$ cat src/vmul_pkg.sv
/*
 * Shared definitions for the vector integer multiply unit: element widths,
 * opcodes, instruction fields and the element and byte-enable helpers
 */
package vmul_pkg;

  localparam int unsigned ElenBits  = 64;
  localparam int unsigned StrbBits  = ElenBits / 8;
  localparam int unsigned NrVInsn   = 8;
  localparam int unsigned VLenBits  = 512;
  localparam int unsigned VRegWords = VLenBits / ElenBits;

  typedef logic [ElenBits-1:0]        elen_t;
  typedef logic [StrbBits-1:0]        strb_t;
  typedef logic [$clog2(NrVInsn)-1:0] vid_t;
  typedef logic [6:0]                 vlen_t;
  typedef logic [4:0]                 vreg_t;
  typedef logic [7:0]                 vaddr_t;

  // Element width code, also the index of the multiplier array
  typedef enum logic [1:0] {
    EW8  = 2'd0,
    EW16 = 2'd1,
    EW32 = 2'd2,
    EW64 = 2'd3
  } vew_e;

  typedef enum logic [2:0] {
    VMUL,
    VMULH,
    VMULHU,
    VMULHSU,
    VMACC,
    VNMSAC,
    VMADD,
    VNMSUB
  } mul_op_e;

  // Fields of one queued instruction
  typedef struct packed {
    vid_t    id;
    mul_op_e op;
    vew_e    vew;
    vlen_t   vl;
    vreg_t   vd;
    elen_t   scalar;
    logic    use_scalar;
    logic    use_vs1;
    logic    use_vs2;
    logic    use_vd;
  } insn_t;

  function automatic logic [3:0] elems_per_word(vew_e vew);
    return 4'd8 >> vew;
  endfunction

  // Low bytes covered by cnt elements of width vew
  function automatic strb_t byte_enable(logic [3:0] cnt, vew_e vew);
    logic [4:0]        nbytes;
    logic [StrbBits:0] ones;
    nbytes = 5'(cnt) << vew;
    ones   = ({{StrbBits{1'b0}}, 1'b1} << nbytes) - 1'b1;
    return ones[StrbBits-1:0];
  endfunction

endpackage

$ cat src/vmul_writeback.sv
/*
 * Writeback stage. Drains the multiplier of the processing width, forms the
 * register file address and byte enables and queues words for the write port
 */
module vmul_writeback import vmul_pkg::*; #(
  parameter int unsigned ResultQueueDepth = 2
) (
  input  logic        clk_i,
  input  logic        rst_ni,
  // Multipliers
  input  elen_t [3:0] mul_result_i,
  input  logic  [3:0] mul_valid_i,
  output logic  [3:0] mul_ready_o,
  // Processing instruction from the sequencer
  input  logic        proc_valid_i,
  input  vew_e        proc_vew_i,
  input  vlen_t       proc_vl_i,
  input  vreg_t       proc_vd_i,
  input  vid_t        proc_id_i,
  output logic        proc_done_o,
  output logic        commit_beat_o,
  // Register file write port
  output logic        result_req_o,
  output vid_t        result_id_o,
  output vaddr_t      result_addr_o,
  output elen_t       result_wdata_o,
  output strb_t       result_be_o,
  input  logic        result_gnt_i
);

  localparam int unsigned PntBits = (ResultQueueDepth > 1) ? $clog2(ResultQueueDepth) : 1;

  typedef logic [PntBits-1:0] pnt_t;
  typedef logic [PntBits:0]   cnt_t;

  typedef struct packed {
    vid_t   id;
    vaddr_t addr;
    elen_t  wdata;
    strb_t  be;
  } payload_t;

  function automatic pnt_t next_pnt(pnt_t pnt);
    return (pnt == pnt_t'(ResultQueueDepth - 1)) ? '0 : pnt + 1'b1;
  endfunction

  payload_t queue_q [ResultQueueDepth];
  payload_t entry;
  pnt_t     wr_pnt_q, rd_pnt_q;
  cnt_t     cnt_q;

  // Elements of the processing instruction already queued
  vlen_t      processed_q, left, word_idx;
  logic [3:0] epw, elem_cnt;
  logic       full, push, pop, last;

  assign full = (cnt_q == cnt_t'(ResultQueueDepth));

  always_comb begin
    mul_ready_o             = '0;
    mul_ready_o[proc_vew_i] = proc_valid_i & ~full;
  end

  assign push = proc_valid_i & mul_valid_i[proc_vew_i] & ~full;

  assign epw      = elems_per_word(proc_vew_i);
  assign left     = proc_vl_i - processed_q;
  assign last     = (left <= vlen_t'(epw));
  assign elem_cnt = last ? left[3:0] : epw;
  assign word_idx = processed_q >> ($clog2(StrbBits) - int'(proc_vew_i));

  assign entry.id    = proc_id_i;
  assign entry.addr  = vaddr_t'(proc_vd_i) * vaddr_t'(VRegWords) + vaddr_t'(word_idx);
  assign entry.wdata = mul_result_i[proc_vew_i];
  assign entry.be    = byte_enable(elem_cnt, proc_vew_i);

  assign proc_done_o = push & last;

  // Head of the queue waits on the port until granted
  assign result_req_o   = (cnt_q != '0);
  assign result_id_o    = queue_q[rd_pnt_q].id;
  assign result_addr_o  = queue_q[rd_pnt_q].addr;
  assign result_wdata_o = queue_q[rd_pnt_q].wdata;
  assign result_be_o    = queue_q[rd_pnt_q].be;

  assign pop           = result_req_o & result_gnt_i;
  assign commit_beat_o = pop;

  always_ff @(posedge clk_i) begin
    if (push) begin
      queue_q[wr_pnt_q] <= entry;
    end
  end

  always_ff @(posedge clk_i or negedge rst_ni) begin
    if (!rst_ni) begin
      wr_pnt_q    <= '0;
      rd_pnt_q    <= '0;
      cnt_q       <= '0;
      processed_q <= '0;
    end else begin
      if (push) begin
        wr_pnt_q    <= next_pnt(wr_pnt_q);
        processed_q <= last ? '0 : processed_q + vlen_t'(epw);
      end
      if (pop) begin
        rd_pnt_q <= next_pnt(rd_pnt_q);
      end
      cnt_q <= cnt_q + cnt_t'(push) - cnt_t'(pop);
    end
  end

endmodule

$ cat config.mk
export PLATFORM = sky130hd
export DESIGN_NAME = vmul_writeback
export DESIGN_NICKNAME = d
export VERILOG_FILES = /design/src/vmul_pkg.sv /design/src/vmul_writeback.sv
export SDC_FILE = /design/constraint.sdc
export NUM_CORES = 1
export LEC_CHECK = 0
export BUFFER_PORTS_ARGS = -buffer_cell sky130_fd_sc_hd__buf_2
export CORE_ASPECT_RATIO = 1.75
export CORE_MARGIN = 5
export CORE_UTILIZATION = 44
export DETAILED_ROUTE_END_ITERATION = 8
export PLACE_DENSITY = 0.76
export SLEW_MARGIN = 0
export SYNTH_ARGS = -nofsm -noshare
export SYNTH_HDL_FRONTEND = slang
export SYNTH_SLANG_ARGS = --single-unit
$ cat constraint.sdc
create_clock -name clk_i -period 4.7 [get_ports clk_i]
set_input_delay 0.94 -clock clk_i [delete_from_list [all_inputs] [get_ports clk_i]]
set_output_delay 0.94 -clock clk_i [all_outputs]
set_load 0.02 [all_outputs]
==> summary.md <==
| Metric | Value |
|---|---|
| Initial antenna violation count | 0 |
| Initial Util | ~44% |
| Synth warnings | 0 |
| Mux contribution to synthesized area | 27.2% |
| Die X | 119 um |
| Max FO, Critical Path | 4 |
| Crit share post-route | between 90% and 100% |
| Commonest non-fill, non-tap cells in the layout | buf_2 (368), edfxtp_1 (166), mux2_2 (84) |
| Boundary Pins | 371 |
| # DRC | 0 |
| Place WS | 0.259 ns |
| GRT Residual Overflow | 0 |
| Worst clock skew | 0.00861 ns |
| Row cnt | 70 |
| CP arrival | 3.45 ns |
| Switching Share | roughly 34% |
| Worst slew margin | 30.6% |
| Via Count | 6,450 |
| Post-route minimum period | 4.39 ns |
| Hold-fix buffers, CTS | 0 |
| Clk sinks | 177 |
| Net Sw Power | between 1.5 and 2 mW |
| Post-Synth XOR/XNOR Area | 1.34% |
| Antenna-violating nets left | 0 |
| Fill cell count | 1,664 |
| Final setup violation count | 0 |
| Synth Register Bits | 177 |
| Fin area | 0.0119 sq mm |
| Leak | 4.80 nW |
| First-pass GRT wire length | between 30,000 and 40,000 um |
| Routed WL | 24,200 um |
| # port buffers | 370 |
| Fin worst setup slack | between 0.3 and 0.4 ns |
| Peak supply drop | 0.000351 V |
| Comb pwr share | 37.3% |
| Post-Syn Area per Cell | 16.7 sq um |
| Final Net Count | 1,227 |
| Setup tns final | 0 ns |
| Power share of the clock group | 24.4% |
| Die area | 0.0239 sq mm |
| Largest net degree at the start of global routing | 75 |
| PwrDens | 487 mW/mm^2 |
| Ys flop type | edfxtp_1 |
| Critical Path Start Type | input port |
| Core area | 0.0207 sq mm |
| DP Area | approximately 0.011 sq mm |
| Critical path class | in2out |
| Async S/R FF share, synth | 6.21% |
| Synth cell types | between 50 and 60 |
| Maximum buffer depth of the clock tree | 2 |
| Main combinational cell family by area after synthesis | multiplexers |
| Drt first pass iters | 5 |
| Maxcap violations | 0 |
| WL per Instance | 20.4 um |
| F_max | ~230 MHz |
| Final-report hold violation count | 0 |
| Pins over their slew limit | 0 |
| Clock transition at path regs | 0.07 ns |
| Die Y-Extent | 201 um |
| Worst Hold Class | in2async |
| Kind of end point of the critical path | output port |
| Post-layout total power | approximately 5.8 mW |
| Layout cells sized above 1 | 61.2% |
| Clock latency on the worst-skew pair | 0.42 ns |
| Syn Nets | ~860 |
| Vias in the first global route | 6,832 |
| Worst Max-Slew Pin Slew | 1.04 ns |
| Most common cell after layout, fill and taps aside | buf_2 |
| Flop pwr share | between 30% and 40% |
| Post-DP HPWL | 18,800 um |
| Area grow syn2layout | 30.2% |
| N_diodes | 0 |
| EDFF count, synth | 166 |
| Post-Synth Simple-Gate Area | under 10% |
| Post-synthesis sequential area ratio | between 50% and 60% |
| Synth Area in Adders | under 10% |
| Compound-Gate Fraction of Synth Area | roughly 4.0% |
| CTS resizes | 0 |
| Internal power | 3.82 mW |
| Syn Inst Count | 550 |
| Post-CTS setup buffer count | 0 |
| Cts bufs inserted | 17 |
| Synth Cell Area | 0.00916 sq mm |
| Routability cong. | 0.897 |
| CP required | 3.76 ns |
| Via/cell ratio | 5.43 |
| All-Layer GR Usage | 19.8% |
| Root buffer cell | clkbuf_16 |
| TritonCTS clock tree | done |
| H-tree depth | 4 |
| Status | finished clean |
| Drt initial violations | 274 |
| RSZ-0062 raised after global routing | no |
state kept, by name, indices dropped and copies added, names as in the netlist:
register and count:
rd_pnt_q 1, cnt_q 2, wr_pnt_q 1, processed_q 7, queue_q 166
per-stage QoR:
stage          hold WS (ns)  instances  utilization, %
5_1_grt               0.375       1187            57.7
2_1_floorplan         0.459        550               -
3_3_place_gp          0.478       1155            54.8
6_report              0.382       1187            57.7
4_1_cts               0.366       1187            57.7
3_5_place_dp          0.494       1155            54.8
worst max-delay path: stages:
cell	delay, ns
buf_2	0.09
inv_1	0.05
ha_1	0.15
inv_1	0.05
fa_1	0.42
xnor2_1	0.39
inv_1	0.16
ha_1	0.33
and4_1	0.21
a21oi_1	0.06
buf_4	0.15
nor4_1	0.23
buf_2	0.21
kinds of logic (layout without fill, tap and decap cells):
logic type               count (synthesis)  count (layout)
buffers and inverters                   57             442
AO/OA/AOI/OAI                           54              54
XOR/XNOR                                14              14
multiplexers                           157             157
flip-flops                             177             177
AND/OR/NAND/NOR                         67              67
adder cells (fa/ha/maj)                 24              24
power by group through the flow:
stage | Combinational [mW] | Sequential (mW) | Clock (mW)
2_1_floorplan | 1.55 | 2.13 | 0
3_3_place_gp | 2.13 | 2.25 | 0
3_5_place_dp | 2.17 | 2.27 | 0
4_1_cts | 2.18 | 2.23 | 1.45
5_1_grt | 2.32 | 2.26 | 1.52
6_report | 2.16 | 2.23 | 1.42
layout make-up:
class,count,area (sq um),share of cell area [%]
tap,252,315,2.64
multi-input combinational,316,3690,30.9
inverter,24,90.1,0.755
timing repair buffer,386,1980,16.6
clock buffer,19,433,3.63
sequential,177,5260,44.1
clock inverter,13,161,1.35
Yosys cell counts (all sizes together), types with 3 or more instances:
library cell | n | area [sq um]
edfxtp | 166 | 4980
mux2 | 84 | 946
mux4 | 65 | 1460
inv | 24 | 90.1
ha | 21 | 263
clkbuf | 19 | 71.3
a21oi | 14 | 70.1
buf | 14 | 66.3
nand2 | 14 | 52.6
nor2 | 13 | 48.8
dfrtp | 11 | 275
xnor2 | 11 | 96.3
o21ai | 10 | 50.1
a21o | 8 | 60.1
mux2i | 8 | 80.1
nor2b | 8 | 50.1
nand2b | 5 | 31.3
nand3 | 5 | 25.0
and2 | 4 | 25.0
fa | 3 | 60.1
nor3 | 3 | 26.3
o311ai | 3 | 26.3
o31ai | 3 | 22.5
xor2 | 3 | 26.3
routing by layer:
| layer | routed length, um | up-vias | global-route usage [%] |
|---|---|---|---|
| met5 | 0 | - | 0 |
| met1 | 8730 | 3196 | 22.2 |
| met2 | 13300 | 263 | 36.3 |
| met3 | 1570 | 32 | 4.62 |
| met4 | 563 | 0 | 6.71 |
| li1 | - | 2959 | - |
worst paths after layout:
path,start,endpoint,slack (ns),cells after the start
min in group clk_i,cnt_q[1]$_DFF_PN0_,cnt_q[1]$_DFF_PN0_,0.50,1
max in group asynchronous,rst_ni,rd_pnt_q$_DFFE_PN0P_,4.09,1
max,proc_vl_i[0],proc_done_o,0.31,13
min,rst_ni,processed_q[4]$_DFFE_PN0P_,0.38,1
max reg2reg,processed_q[0]$_DFFE_PN0P_,queue_q[0][6]$_DFFE_PP_,0.82,15
min reg2reg,cnt_q[1]$_DFF_PN0_,cnt_q[1]$_DFF_PN0_,0.50,1
(Power assumes the default switching activity.)
