### src/vmul_pkg.sv
/*
 * Shared definitions for the vector integer multiply unit: element widths,
 * opcodes, instruction fields and the element and byte-enable helpers
 */
package vmul_pkg;

  localparam int unsigned ElenBits  = 64;
  localparam int unsigned StrbBits  = ElenBits / 8;
  localparam int unsigned NrVInsn   = 8;
  localparam int unsigned VLenBits  = 512;
  localparam int unsigned VRegWords = VLenBits / ElenBits;

  typedef logic [ElenBits-1:0]        elen_t;
  typedef logic [StrbBits-1:0]        strb_t;
  typedef logic [$clog2(NrVInsn)-1:0] vid_t;
  typedef logic [6:0]                 vlen_t;
  typedef logic [4:0]                 vreg_t;
  typedef logic [7:0]                 vaddr_t;

  // Element width code, also the index of the multiplier array
  typedef enum logic [1:0] {
    EW8  = 2'd0,
    EW16 = 2'd1,
    EW32 = 2'd2,
    EW64 = 2'd3
  } vew_e;

  typedef enum logic [2:0] {
    VMUL,
    VMULH,
    VMULHU,
    VMULHSU,
    VMACC,
    VNMSAC,
    VMADD,
    VNMSUB
  } mul_op_e;

  // Fields of one queued instruction
  typedef struct packed {
    vid_t    id;
    mul_op_e op;
    vew_e    vew;
    vlen_t   vl;
    vreg_t   vd;
    elen_t   scalar;
    logic    use_scalar;
    logic    use_vs1;
    logic    use_vs2;
    logic    use_vd;
  } insn_t;

  function automatic logic [3:0] elems_per_word(vew_e vew);
    return 4'd8 >> vew;
  endfunction

  // Low bytes covered by cnt elements of width vew
  function automatic strb_t byte_enable(logic [3:0] cnt, vew_e vew);
    logic [4:0]        nbytes;
    logic [StrbBits:0] ones;
    nbytes = 5'(cnt) << vew;
    ones   = ({{StrbBits{1'b0}}, 1'b1} << nbytes) - 1'b1;
    return ones[StrbBits-1:0];
  endfunction

endpackage

### src/vmul_sequencer.sv
/*
 * Multiply sequencer. Holds the instruction queue, issues operand words to the
 * multiplier of the instruction's width and tracks processing and commit
 */
module vmul_sequencer import vmul_pkg::*; #(
  parameter int unsigned InsnQueueDepth = 4
) (
  input  logic               clk_i,
  input  logic               rst_ni,
  // Instruction input
  input  logic               insn_valid_i,
  output logic               insn_ready_o,
  input  vid_t               insn_id_i,
  input  mul_op_e            insn_op_i,
  input  vew_e               insn_vew_i,
  input  vlen_t              insn_vl_i,
  input  vreg_t              insn_vd_i,
  input  elen_t              insn_scalar_i,
  input  logic               insn_use_scalar_i,
  input  logic               insn_use_vs1_i,
  input  logic               insn_use_vs2_i,
  input  logic               insn_use_vd_i,
  // Operand queues: 0 is vs1, 1 is vs2, 2 is vd
  input  elen_t [2:0]        operand_i,
  input  logic  [2:0]        operand_valid_i,
  output logic  [2:0]        operand_ready_o,
  // Multipliers
  output logic  [3:0]        mul_valid_o,
  input  logic  [3:0]        mul_ready_i,
  output mul_op_e            mul_op_o,
  output elen_t              mul_a_o,
  output elen_t              mul_b_o,
  output elen_t              mul_c_o,
  // Writeback
  output logic               proc_valid_o,
  output vew_e               proc_vew_o,
  output vlen_t              proc_vl_o,
  output vreg_t              proc_vd_o,
  output vid_t               proc_id_o,
  input  logic               proc_done_i,
  input  logic               commit_beat_i,
  output logic [NrVInsn-1:0] vinsn_done_o
);

  localparam int unsigned PntBits = (InsnQueueDepth > 1) ? $clog2(InsnQueueDepth) : 1;

  typedef logic [PntBits-1:0] pnt_t;
  typedef logic [PntBits:0]   cnt_t;

  function automatic pnt_t next_pnt(pnt_t pnt);
    return (pnt == pnt_t'(InsnQueueDepth - 1)) ? '0 : pnt + 1'b1;
  endfunction

  insn_t queue_q [InsnQueueDepth];
  insn_t insn_in, issue_insn, proc_insn, commit_insn;

  pnt_t accept_pnt_q, issue_pnt_q, proc_pnt_q, commit_pnt_q;
  cnt_t issue_cnt_q, proc_cnt_q, commit_cnt_q;

  // Elements already issued and committed for the head instructions
  vlen_t issued_q, committed_q;
  vlen_t issue_left, commit_left;
  logic [3:0] issue_epw, commit_epw;

  logic accept, issue_valid, operands_valid, issue_fire, issue_last, commit_last;
  elen_t scalar_rep;

  assign insn_in = '{
    id:         insn_id_i,
    op:         insn_op_i,
    vew:        insn_vew_i,
    vl:         insn_vl_i,
    vd:         insn_vd_i,
    scalar:     insn_scalar_i,
    use_scalar: insn_use_scalar_i,
    use_vs1:    insn_use_vs1_i,
    use_vs2:    insn_use_vs2_i,
    use_vd:     insn_use_vd_i
  };

  assign issue_insn  = queue_q[issue_pnt_q];
  assign proc_insn   = queue_q[proc_pnt_q];
  assign commit_insn = queue_q[commit_pnt_q];

  // An entry is freed only after its last write is granted
  assign insn_ready_o = (commit_cnt_q != cnt_t'(InsnQueueDepth));
  assign accept       = insn_valid_i & insn_ready_o;

  // Issue side
  assign issue_valid    = (issue_cnt_q != '0);
  assign operands_valid = (operand_valid_i[0] | ~issue_insn.use_vs1) &
                          (operand_valid_i[1] | ~issue_insn.use_vs2) &
                          (operand_valid_i[2] | ~issue_insn.use_vd);
  assign issue_fire     = issue_valid & operands_valid & mul_ready_i[issue_insn.vew];
  assign issue_epw      = elems_per_word(issue_insn.vew);
  assign issue_left     = issue_insn.vl - issued_q;
  assign issue_last     = (issue_left <= vlen_t'(issue_epw));

  always_comb begin
    mul_valid_o                 = '0;
    mul_valid_o[issue_insn.vew] = issue_valid & operands_valid;
  end

  assign operand_ready_o = issue_fire ? {issue_insn.use_vd, issue_insn.use_vs2,
                                         issue_insn.use_vs1} : 3'b000;

  // Scalar copied into every element of the word
  always_comb begin
    case (issue_insn.vew)
      EW8:     scalar_rep = {8{issue_insn.scalar[7:0]}};
      EW16:    scalar_rep = {4{issue_insn.scalar[15:0]}};
      EW32:    scalar_rep = {2{issue_insn.scalar[31:0]}};
      default: scalar_rep = issue_insn.scalar;
    endcase
  end

  assign mul_op_o = issue_insn.op;
  assign mul_a_o  = issue_insn.use_scalar ? scalar_rep : operand_i[0];
  assign mul_b_o  = operand_i[1];
  assign mul_c_o  = operand_i[2];

  assign proc_valid_o = (proc_cnt_q != '0);
  assign proc_vew_o   = proc_insn.vew;
  assign proc_vl_o    = proc_insn.vl;
  assign proc_vd_o    = proc_insn.vd;
  assign proc_id_o    = proc_insn.id;

  // Commit side, a beat never carries more than what is left
  assign commit_epw  = elems_per_word(commit_insn.vew);
  assign commit_left = commit_insn.vl - committed_q;
  assign commit_last = commit_beat_i & (commit_left <= vlen_t'(commit_epw));

  always_comb begin
    vinsn_done_o                 = '0;
    vinsn_done_o[commit_insn.id] = commit_last;
  end

  always_ff @(posedge clk_i) begin
    if (accept) begin
      queue_q[accept_pnt_q] <= insn_in;
    end
  end

  always_ff @(posedge clk_i or negedge rst_ni) begin
    if (!rst_ni) begin
      accept_pnt_q <= '0;
      issue_pnt_q  <= '0;
      proc_pnt_q   <= '0;
      commit_pnt_q <= '0;
      issue_cnt_q  <= '0;
      proc_cnt_q   <= '0;
      commit_cnt_q <= '0;
      issued_q     <= '0;
      committed_q  <= '0;
    end else begin
      if (accept) begin
        accept_pnt_q <= next_pnt(accept_pnt_q);
      end
      if (issue_fire) begin
        issued_q <= issue_last ? '0 : issued_q + vlen_t'(issue_epw);
        if (issue_last) begin
          issue_pnt_q <= next_pnt(issue_pnt_q);
        end
      end
      if (proc_done_i) begin
        proc_pnt_q <= next_pnt(proc_pnt_q);
      end
      if (commit_beat_i) begin
        committed_q <= commit_last ? '0 : committed_q + vlen_t'(commit_epw);
        if (commit_last) begin
          commit_pnt_q <= next_pnt(commit_pnt_q);
        end
      end
      issue_cnt_q  <= issue_cnt_q + cnt_t'(accept) - cnt_t'(issue_fire & issue_last);
      proc_cnt_q   <= proc_cnt_q + cnt_t'(accept) - cnt_t'(proc_done_i);
      commit_cnt_q <= commit_cnt_q + cnt_t'(accept) - cnt_t'(commit_last);
    end
  end

endmodule

### config.mk
export PLATFORM = sky130hd
export DESIGN_NAME = vmul_sequencer
export DESIGN_NICKNAME = d
export VERILOG_FILES = /design/src/vmul_pkg.sv /design/src/vmul_sequencer.sv
export SDC_FILE = /design/constraint.sdc
export NUM_CORES = 1
export LEC_CHECK = 0
export ABC_AREA = 1
export ABC_CLOCK_PERIOD_IN_PS = 8660
export CAP_MARGIN = 10
export CORE_MARGIN = 2
export CORE_UTILIZATION = 36
export CTS_BUF_LIST = sky130_fd_sc_hd__clkbuf_8
export CTS_CLUSTER_DIAMETER = 150
export DETAILED_ROUTE_END_ITERATION = 8
export DONT_BUFFER_PORTS = 1
export GPL_TIMING_DRIVEN = 0
export RECOVER_POWER = 25
export SYNTH_ARGS = -nofsm -noshare
export SYNTH_HDL_FRONTEND = slang
export SYNTH_SLANG_ARGS = --single-unit
export TNS_END_PERCENT = 5
### constraint.sdc
create_clock -name clk_i -period 8.66 [get_ports clk_i]
set_clock_uncertainty 0.2 [all_clocks]
set_input_delay 0.866 -clock clk_i [delete_from_list [all_inputs] [get_ports clk_i]]
set_output_delay 0.866 -clock clk_i [all_outputs]
set_load 0.1 [all_outputs]
==> results of run 1 <==
[metal layers]
metal / GRT usage (%) / vias to the layer above / share of wire, %
met5: 0 / - / 0
met4: 9.41 / 0 / 3.6
met3: 6.23 / 129 / 8.7
met2: 43.5 / 784 / 52
met1: 26.9 / 7036 / 36
li1: - / 6485 / -
[cell usage after synthesis, types with 4 or more instances]
library cell    n
nor2_1        229
o21ai_0       167
fa_1            7
a31oi_1        21
buf_4         137
nand3_1        81
ha_1           43
nand3b_1        6
a32oi_1         6
buf_2          43
o22ai_1        84
buf_6           5
a21oi_1        43
inv_1          88
xnor2_1         9
o21ai_1        35
nand3_2         4
nand4_1        13
clkbuf_1       33
xor2_1         10
nand2_2         7
inv_2          11
nand2_1       345
edfxtp_1      352
dfrtp_1        31
[kinds of logic after synthesis]
family / after synthesis / synth area share [%]
AOI/OAI and AO/OA: 368 / 10.8
and+or+nand+nor: 698 / 15.2
buffers and inverters: 320 / 9.55
adders and majority gates: 50 / 3.58
xor gates and xnor gates: 21 / 1.05
DFF: 383 / 59.9
[worst max-delay path by stage]
stage | start | to | cells after the start
floorplan | commit_cnt_q[1]$_DFF_PN0_ | queue_q[0][0]$_DFFE_PP_ | 4
global placement | commit_cnt_q[1]$_DFF_PN0_ | queue_q[3][14]$_DFFE_PP_ | 4
detailed placement | commit_pnt_q[0]$_DFFE_PN0P_ | vinsn_done_o[2] | 18
CTS | commit_pnt_q[0]$_DFFE_PN0P_ | vinsn_done_o[2] | 18
global route | commit_pnt_q[0]$_DFFE_PN0P_ | vinsn_done_o[5] | 18
finish | commit_pnt_q[0]$_DFFE_PN0P_ | vinsn_done_o[2] | 18
[worst register-to-register path, stage by stage (launching register included)]
cell and delay (ps):
dfrtp_1 420, inv_2 120, buf_6 150, buf_6 170, buf_2 290, buf_2 380, buf_2 310, o21ai_0 110
o22ai_1 370, ha_1 360, a21o_1 190, a31oi_1 170, xnor2_1 160, ha_1 290, nand4_1 90, nand3_1 70
nand2_1 90, nand2_1 70, inv_1 50, nand3_1 70, nor2_2 170, nand3_2 130, inv_2 90, ha_1 120
inv_1 40, ha_1 200, fa_1 380, xor2_1 180
[layout make-up]
type                            count  area share, %
Timing Repair Buffer               21           2.15
Buffer                            220           6.53
Clock inverter                     51           1.09
Multi-Input combinational cell   1137           28.3
Tap cell                          688           3.93
Antenna cell                        5         0.0571
Sequential cell                   383           51.7
Inverter                          100           1.72
Clock buffer                       71           4.46
[state kept, by name, summed over array words and instances, names as in the netlist]
name,cells
issued_q,7
accept_pnt_q,2
queue_q,352
proc_pnt_q,2
commit_pnt_q,2
issue_cnt_q,3
committed_q,7
proc_cnt_q,3
commit_cnt_q,3
issue_pnt_q,2
[through the flow]
stage | setup TNS (ps) | hold WS, ps
finish | 0 | 95.2
floorplan | 0 | 270
global placement | -348590 | 286
CTS | 0 | 44.4
global route | 0 | 58.2
detailed placement | 0 | 290
[what timing repair did]
action                                  CTS  global route
hold buffers                              2             0
endpoints found under the setup margin    0             0
endpoints found under the hold margin    31             0
gates resized for setup                   0             0
==> results.yml, run 1 <==
timing:
  min_period_ps: 6610
  timing.final.ws_setup_ps: 2050
  hold_viol: 0
  rsz0062_at_grt: "false"
  worstMarginPinSlew_ps: 1320
  setup_viol: 0
  fmax_mhz: 151
  slew_headroom_pct: 11.8
  post-route-period-util_pct: 76.3
  final_max_slew_viol_count: 0
hold_path:
  hold_start: "insn_scalar_i[36]"
  whs_endpoint: "queue_q[3][40]$_DFFE_PP_"
  hold_class: "primary input to flip-flop"
  hold_path_depth: 0
worst_setup_path:
  cp_slowest_cell: "nor2_2"
  cp_cell_sequence: "buf_2 -> buf_2 -> clkbuf_1 -> o21ai_0 -> o22ai_1 -> ha_1 -> a21o_1 -> a31oi_1 -> xor2_1 -> inv_1 -> ha_1 -> a21oi_1 -> o21ai_0 -> o21ai_0 -> nand3_1 -> nor2_1 -> nand3b_1 -> nor2_2"
  start_kind: "flip-flop"
  crit_top_cell: "o21ai_0"
  max_stage_delay_ps: 900
  reg2reg_from: "issue_pnt_q[0]$_DFFE_PN0P_"
  crit_arrival_ps: 5540
  end_kind: "output port"
  r2r-end: "issue_cnt_q[2]$_DFF_PN0_"
  critical_path_buf_inv_count: 4
  worstSetupPathType: "flip-flop to output port"
  reg2reg_slack_ps: 3100
  crit_fanout: 10
  reg2regPathDepth: 27
  critPathTopFamily: "simple AND/OR/NAND/NOR gates"
  required_ps: 7590
synth:
  postSynthCellCount: 1840
  yosysTopAreaCell: "edfxtp_1"
  async_flop_share_pct: 8.09
  yosys_warnings: 0
  yosysSeqAreaShare_pct: 59.9
  synth_area_leaders: "edfxtp_1 56%, nand2_1 6.8%, buf_4 5.4%, nor2_1 4.5%, o21ai_0 4.4%"
  syn_avg_cell_area_um2: 10.3
  synth_seq_cells: 383
  syn_nets: 2182
  synthDistinctLibCells: 46
  synth_edf_count: 352
  synth_ff_type: "edfxtp_1"
  yosysTopAreaCellShare_pct: 55.8
  netlist_area_um2: 19000
placed_design:
  dp_slack_ps: 2730
  hpwl_mm: 50.2
  placed_cell_area_um2: 20700
  routabilityCongestion: 0.981
  io_buffers: 0
  dp_cells: 2547
global_route:
  grt.total_usage_pct: 24.1
  grt_pass1_vias: 14400
  grt_overflow_total: 0
  grt_pass1_wl_mm: 94.6
  antenna_found_initial: 5
  grt_max_degree: 32
status:
  status: "finished, final reports clean"
final_layout:
  regArea_um2: 11300
  final_nets: 2274
  multi_input_area_um2: 6210
  final_cell_area_um2: 21900
  utilization_pct: 41.9
  n_fill_cell: 4987
  syn2layout_area_growth_pct: 15.7
  final_cell_mix: "352 x edfxtp_1, 345 x nand2_1, 208 x nor2_1, 161 x o21ai_0, 137 x buf_4"
  final_common_cell: "edfxtp_1"
  instances_no_fill: 2676
  layout-drive-gt1-share_pct: 20.6
routing:
  drc_errors: 0
  vias_per_cell: 5.39
  vias: 14400
  drt_iter0_drc: 1080
  route.antenna.remaining_nets: 0
  dr.pass1.iters: 5
  wire_per_inst_um: 24.9
  wl_mm: 66.6
clock_tree:
  cts_root_buf: "clkbuf_8"
  clock_path_buffers: 3
  htreeDepth: 3
  clk_latency_ps: 650
  cts_num_sinks: 383
  cts_tree: "built"
  post_cts_buffers: 0
  numCtsBuffers: 69
  clk_pin_slew_ps: 60
floorplanning:
  io_pins: 521
  start_util_pct: 36.2
  die_h_um: 233
  num_rows: 84
  dieArea_um2: 54500
  core_area_um2: 52300
  die_x_um: 233
job:
  max-cap-violations: 0
Power of run 1 is not shown: default switching activity piles up to over one toggle a cycle in this logic, so the estimate is an artifact.
==> run 2: changes to the inputs <==
Settings changed: ABC_CLOCK_PERIOD_IN_PS 8660 to 6900.
Clock period 8.66 ns to 6.9 ns, I/O delays scaled along.
==> run 2 against run 1 <==
  * The flow now finishes with violations (max-capacitance violations, max-slew violations)
  * Worst hold slack gained 150 ps
  * Worst setup slack worse by 1600 ps
  * Sequential share of layout area decreased by 2.0 points
  * Via count grew 2.7%
  * Final area increased by 4.1%
  * Wire length grew 0.43%
  * Clock-buffer cell count did not move
  * Die area did not move
  * Flip-flop and latch count did not move
  * First-iteration DRC count up 7.3%
==> results.yml, run 2 (synthesized netlist as in run 1, its figures left out) <==
routing:
  vias_per_cell: 5.35
  vias: 14800
  wl_mm: 66.9
  drt_iter0_drc: 1159
  wire_per_inst_um: 24.2
  drc_errors: 0
  route.antenna.remaining_nets: 0
  dr.pass1.iters: 5
placed_design:
  hpwl_mm: 50.2
  dp_slack_ps: 1150
  io_buffers: 0
  routabilityCongestion: 0.981
  placed_cell_area_um2: 20700
clock_tree:
  clk_latency_ps: 650
  cts_tree: "built"
  cts_root_buf: "clkbuf_8"
  numCtsBuffers: 69
  cts_num_sinks: 383
  clock_path_buffers: 3
  clk_pin_slew_ps: 60
  htreeDepth: 3
  cts_resized: 0
timing:
  slew_headroom_pct: -40.9
  final_max_slew_viol_count: 32
  fmax_mhz: 155
  post-route-period-util_pct: 93.4
  timing.final.ws_setup_ps: 452
  whs_ps: 244
  worstMarginPinSlew_ps: 2110
  setup_viol: 0
  hold_viol: 0
  min_period_ps: 6450
  rsz0062_at_grt: "false"
global_route:
  grt_pass1_vias: 14800
  grt_pass1_wl_mm: 95.8
  grt_max_degree: 32
  grt_overflow_total: 0
  grt.total_usage_pct: 24.2
  antenna_found_initial: 13
floorplanning:
  start_util_pct: 36.2
  io_pins: 521
  num_rows: 84
  core_area_um2: 52300
  die_h_um: 233
  die_x_um: 233
  dieArea_um2: 54500
final_layout:
  final_cell_mix: "352 x edfxtp_1, 345 x nand2_1, 208 x nor2_1, 161 x o21ai_0, 137 x buf_4"
  final_common_cell: "edfxtp_1"
  utilization_pct: 43.6
  final_cell_area_um2: 22800
  layout-drive-gt1-share_pct: 19.7
  top_register: "queue_q"
  syn2layout_area_growth_pct: 20.4
  largest_reg_flops: 352
  final_nets: 2363
  top_regs: "queue_q: 352 flops, committed_q: 7 flops, issued_q: 7 flops"
worst_setup_path:
  crit_arrival_ps: 5560
  end_kind: "output port"
  required_ps: 6010
  crit_fanout: 10
  worstSetupPathType: "flip-flop to output port"
  start_kind: "flip-flop"
status:
  violations: "max-capacitance violations, max-slew violations"
  status: "complete, but fails checks"
job:
  max-cap-violations: 1
hold_path:
  hold_class: "primary input to flip-flop"
run 2: changes by cell type in the layout (fill, tap and decap cells not counted):
cell           previous run  this run
clkbuf_1                 33        34
buf_12                   12        11
dlygate4sd3_1             1        90
diode_2                   5        11
run 2: through the flow:
step,TNS (ps),instances
6_report,0,2771
5_1_grt,0,2770
4_1_cts,0,2760
3_5_place_dp,0,2547
3_3_place_gp,-968110,2528
2_1_floorplan,0,1840
run 2: area by class of cell:
| cell class | count | area, um2 |
|---|---|---|
| fillers | 4940 | 29500 |
| flip-flops and latches | 383 | 11300 |
| multi-input cells | 1137 | 6210 |
| plain buffers | 220 | 1430 |
| repair buffers | 110 | 1350 |
| clock buffers | 71 | 977 |
| well taps | 688 | 861 |
| inverters | 100 | 378 |
| clock inverters | 51 | 239 |
| diodes | 11 | 27.5 |
run 2: critical path, stage by stage (launching register included):
cell      delay, ps
dfrtp_1         420
buf_2           260
buf_2           260
clkbuf_1        410
o21ai_0         160
o22ai_1         340
ha_1            370
a21o_1          190
a31oi_1         170
xor2_1          160
inv_1            60
ha_1            280
a21oi_1         120
o21ai_0          80
o21ai_0          80
nand3_1         100
nor2_1          230
nand3b_1        300
nor2_2          900
run 2: final timing paths:
check | start | slack, ps | endpoint | cells after the start
worst max-delay path | commit_pnt_q[0]$_DFFE_PN0P_ | 450 | vinsn_done_o[2] | 18
worst min-delay path | proc_done_i | 240 | proc_cnt_q[0]$_DFF_PN0_ | 3
worst max register to register | issue_pnt_q[0]$_DFFE_PN0P_ | 1330 | issue_cnt_q[2]$_DFF_PN0_ | 27
worst min register to register | issued_q[6]$_DFFE_PN0P_ | 300 | issued_q[6]$_DFFE_PN0P_ | 2
max in group asynchronous | rst_ni | 4220 | issue_cnt_q[2]$_DFF_PN0_ | 2
min in group asynchronous | rst_ni | 1040 | proc_cnt_q[0]$_DFF_PN0_ | 2
run 2: routing by layer:
metal / global-route usage (%) / up-vias / routed length (um)
met3: 5.44 / 134 / 5830
met1: 27.4 / 7106 / 24300
li1: - / 6678 / -
met4: 9.61 / 4 / 2490
met2: 43.9 / 898 / 34300
met5: 0 / - / 24
run 2: repair_timing:
action / CTS / global route
hold endpoints to repair: 385 / 0
setup endpoints to repair: 0 / 0
buffers inserted: 0 / 0
hold buffers: 91 / 0
Power of run 2 is left out for the same reason.
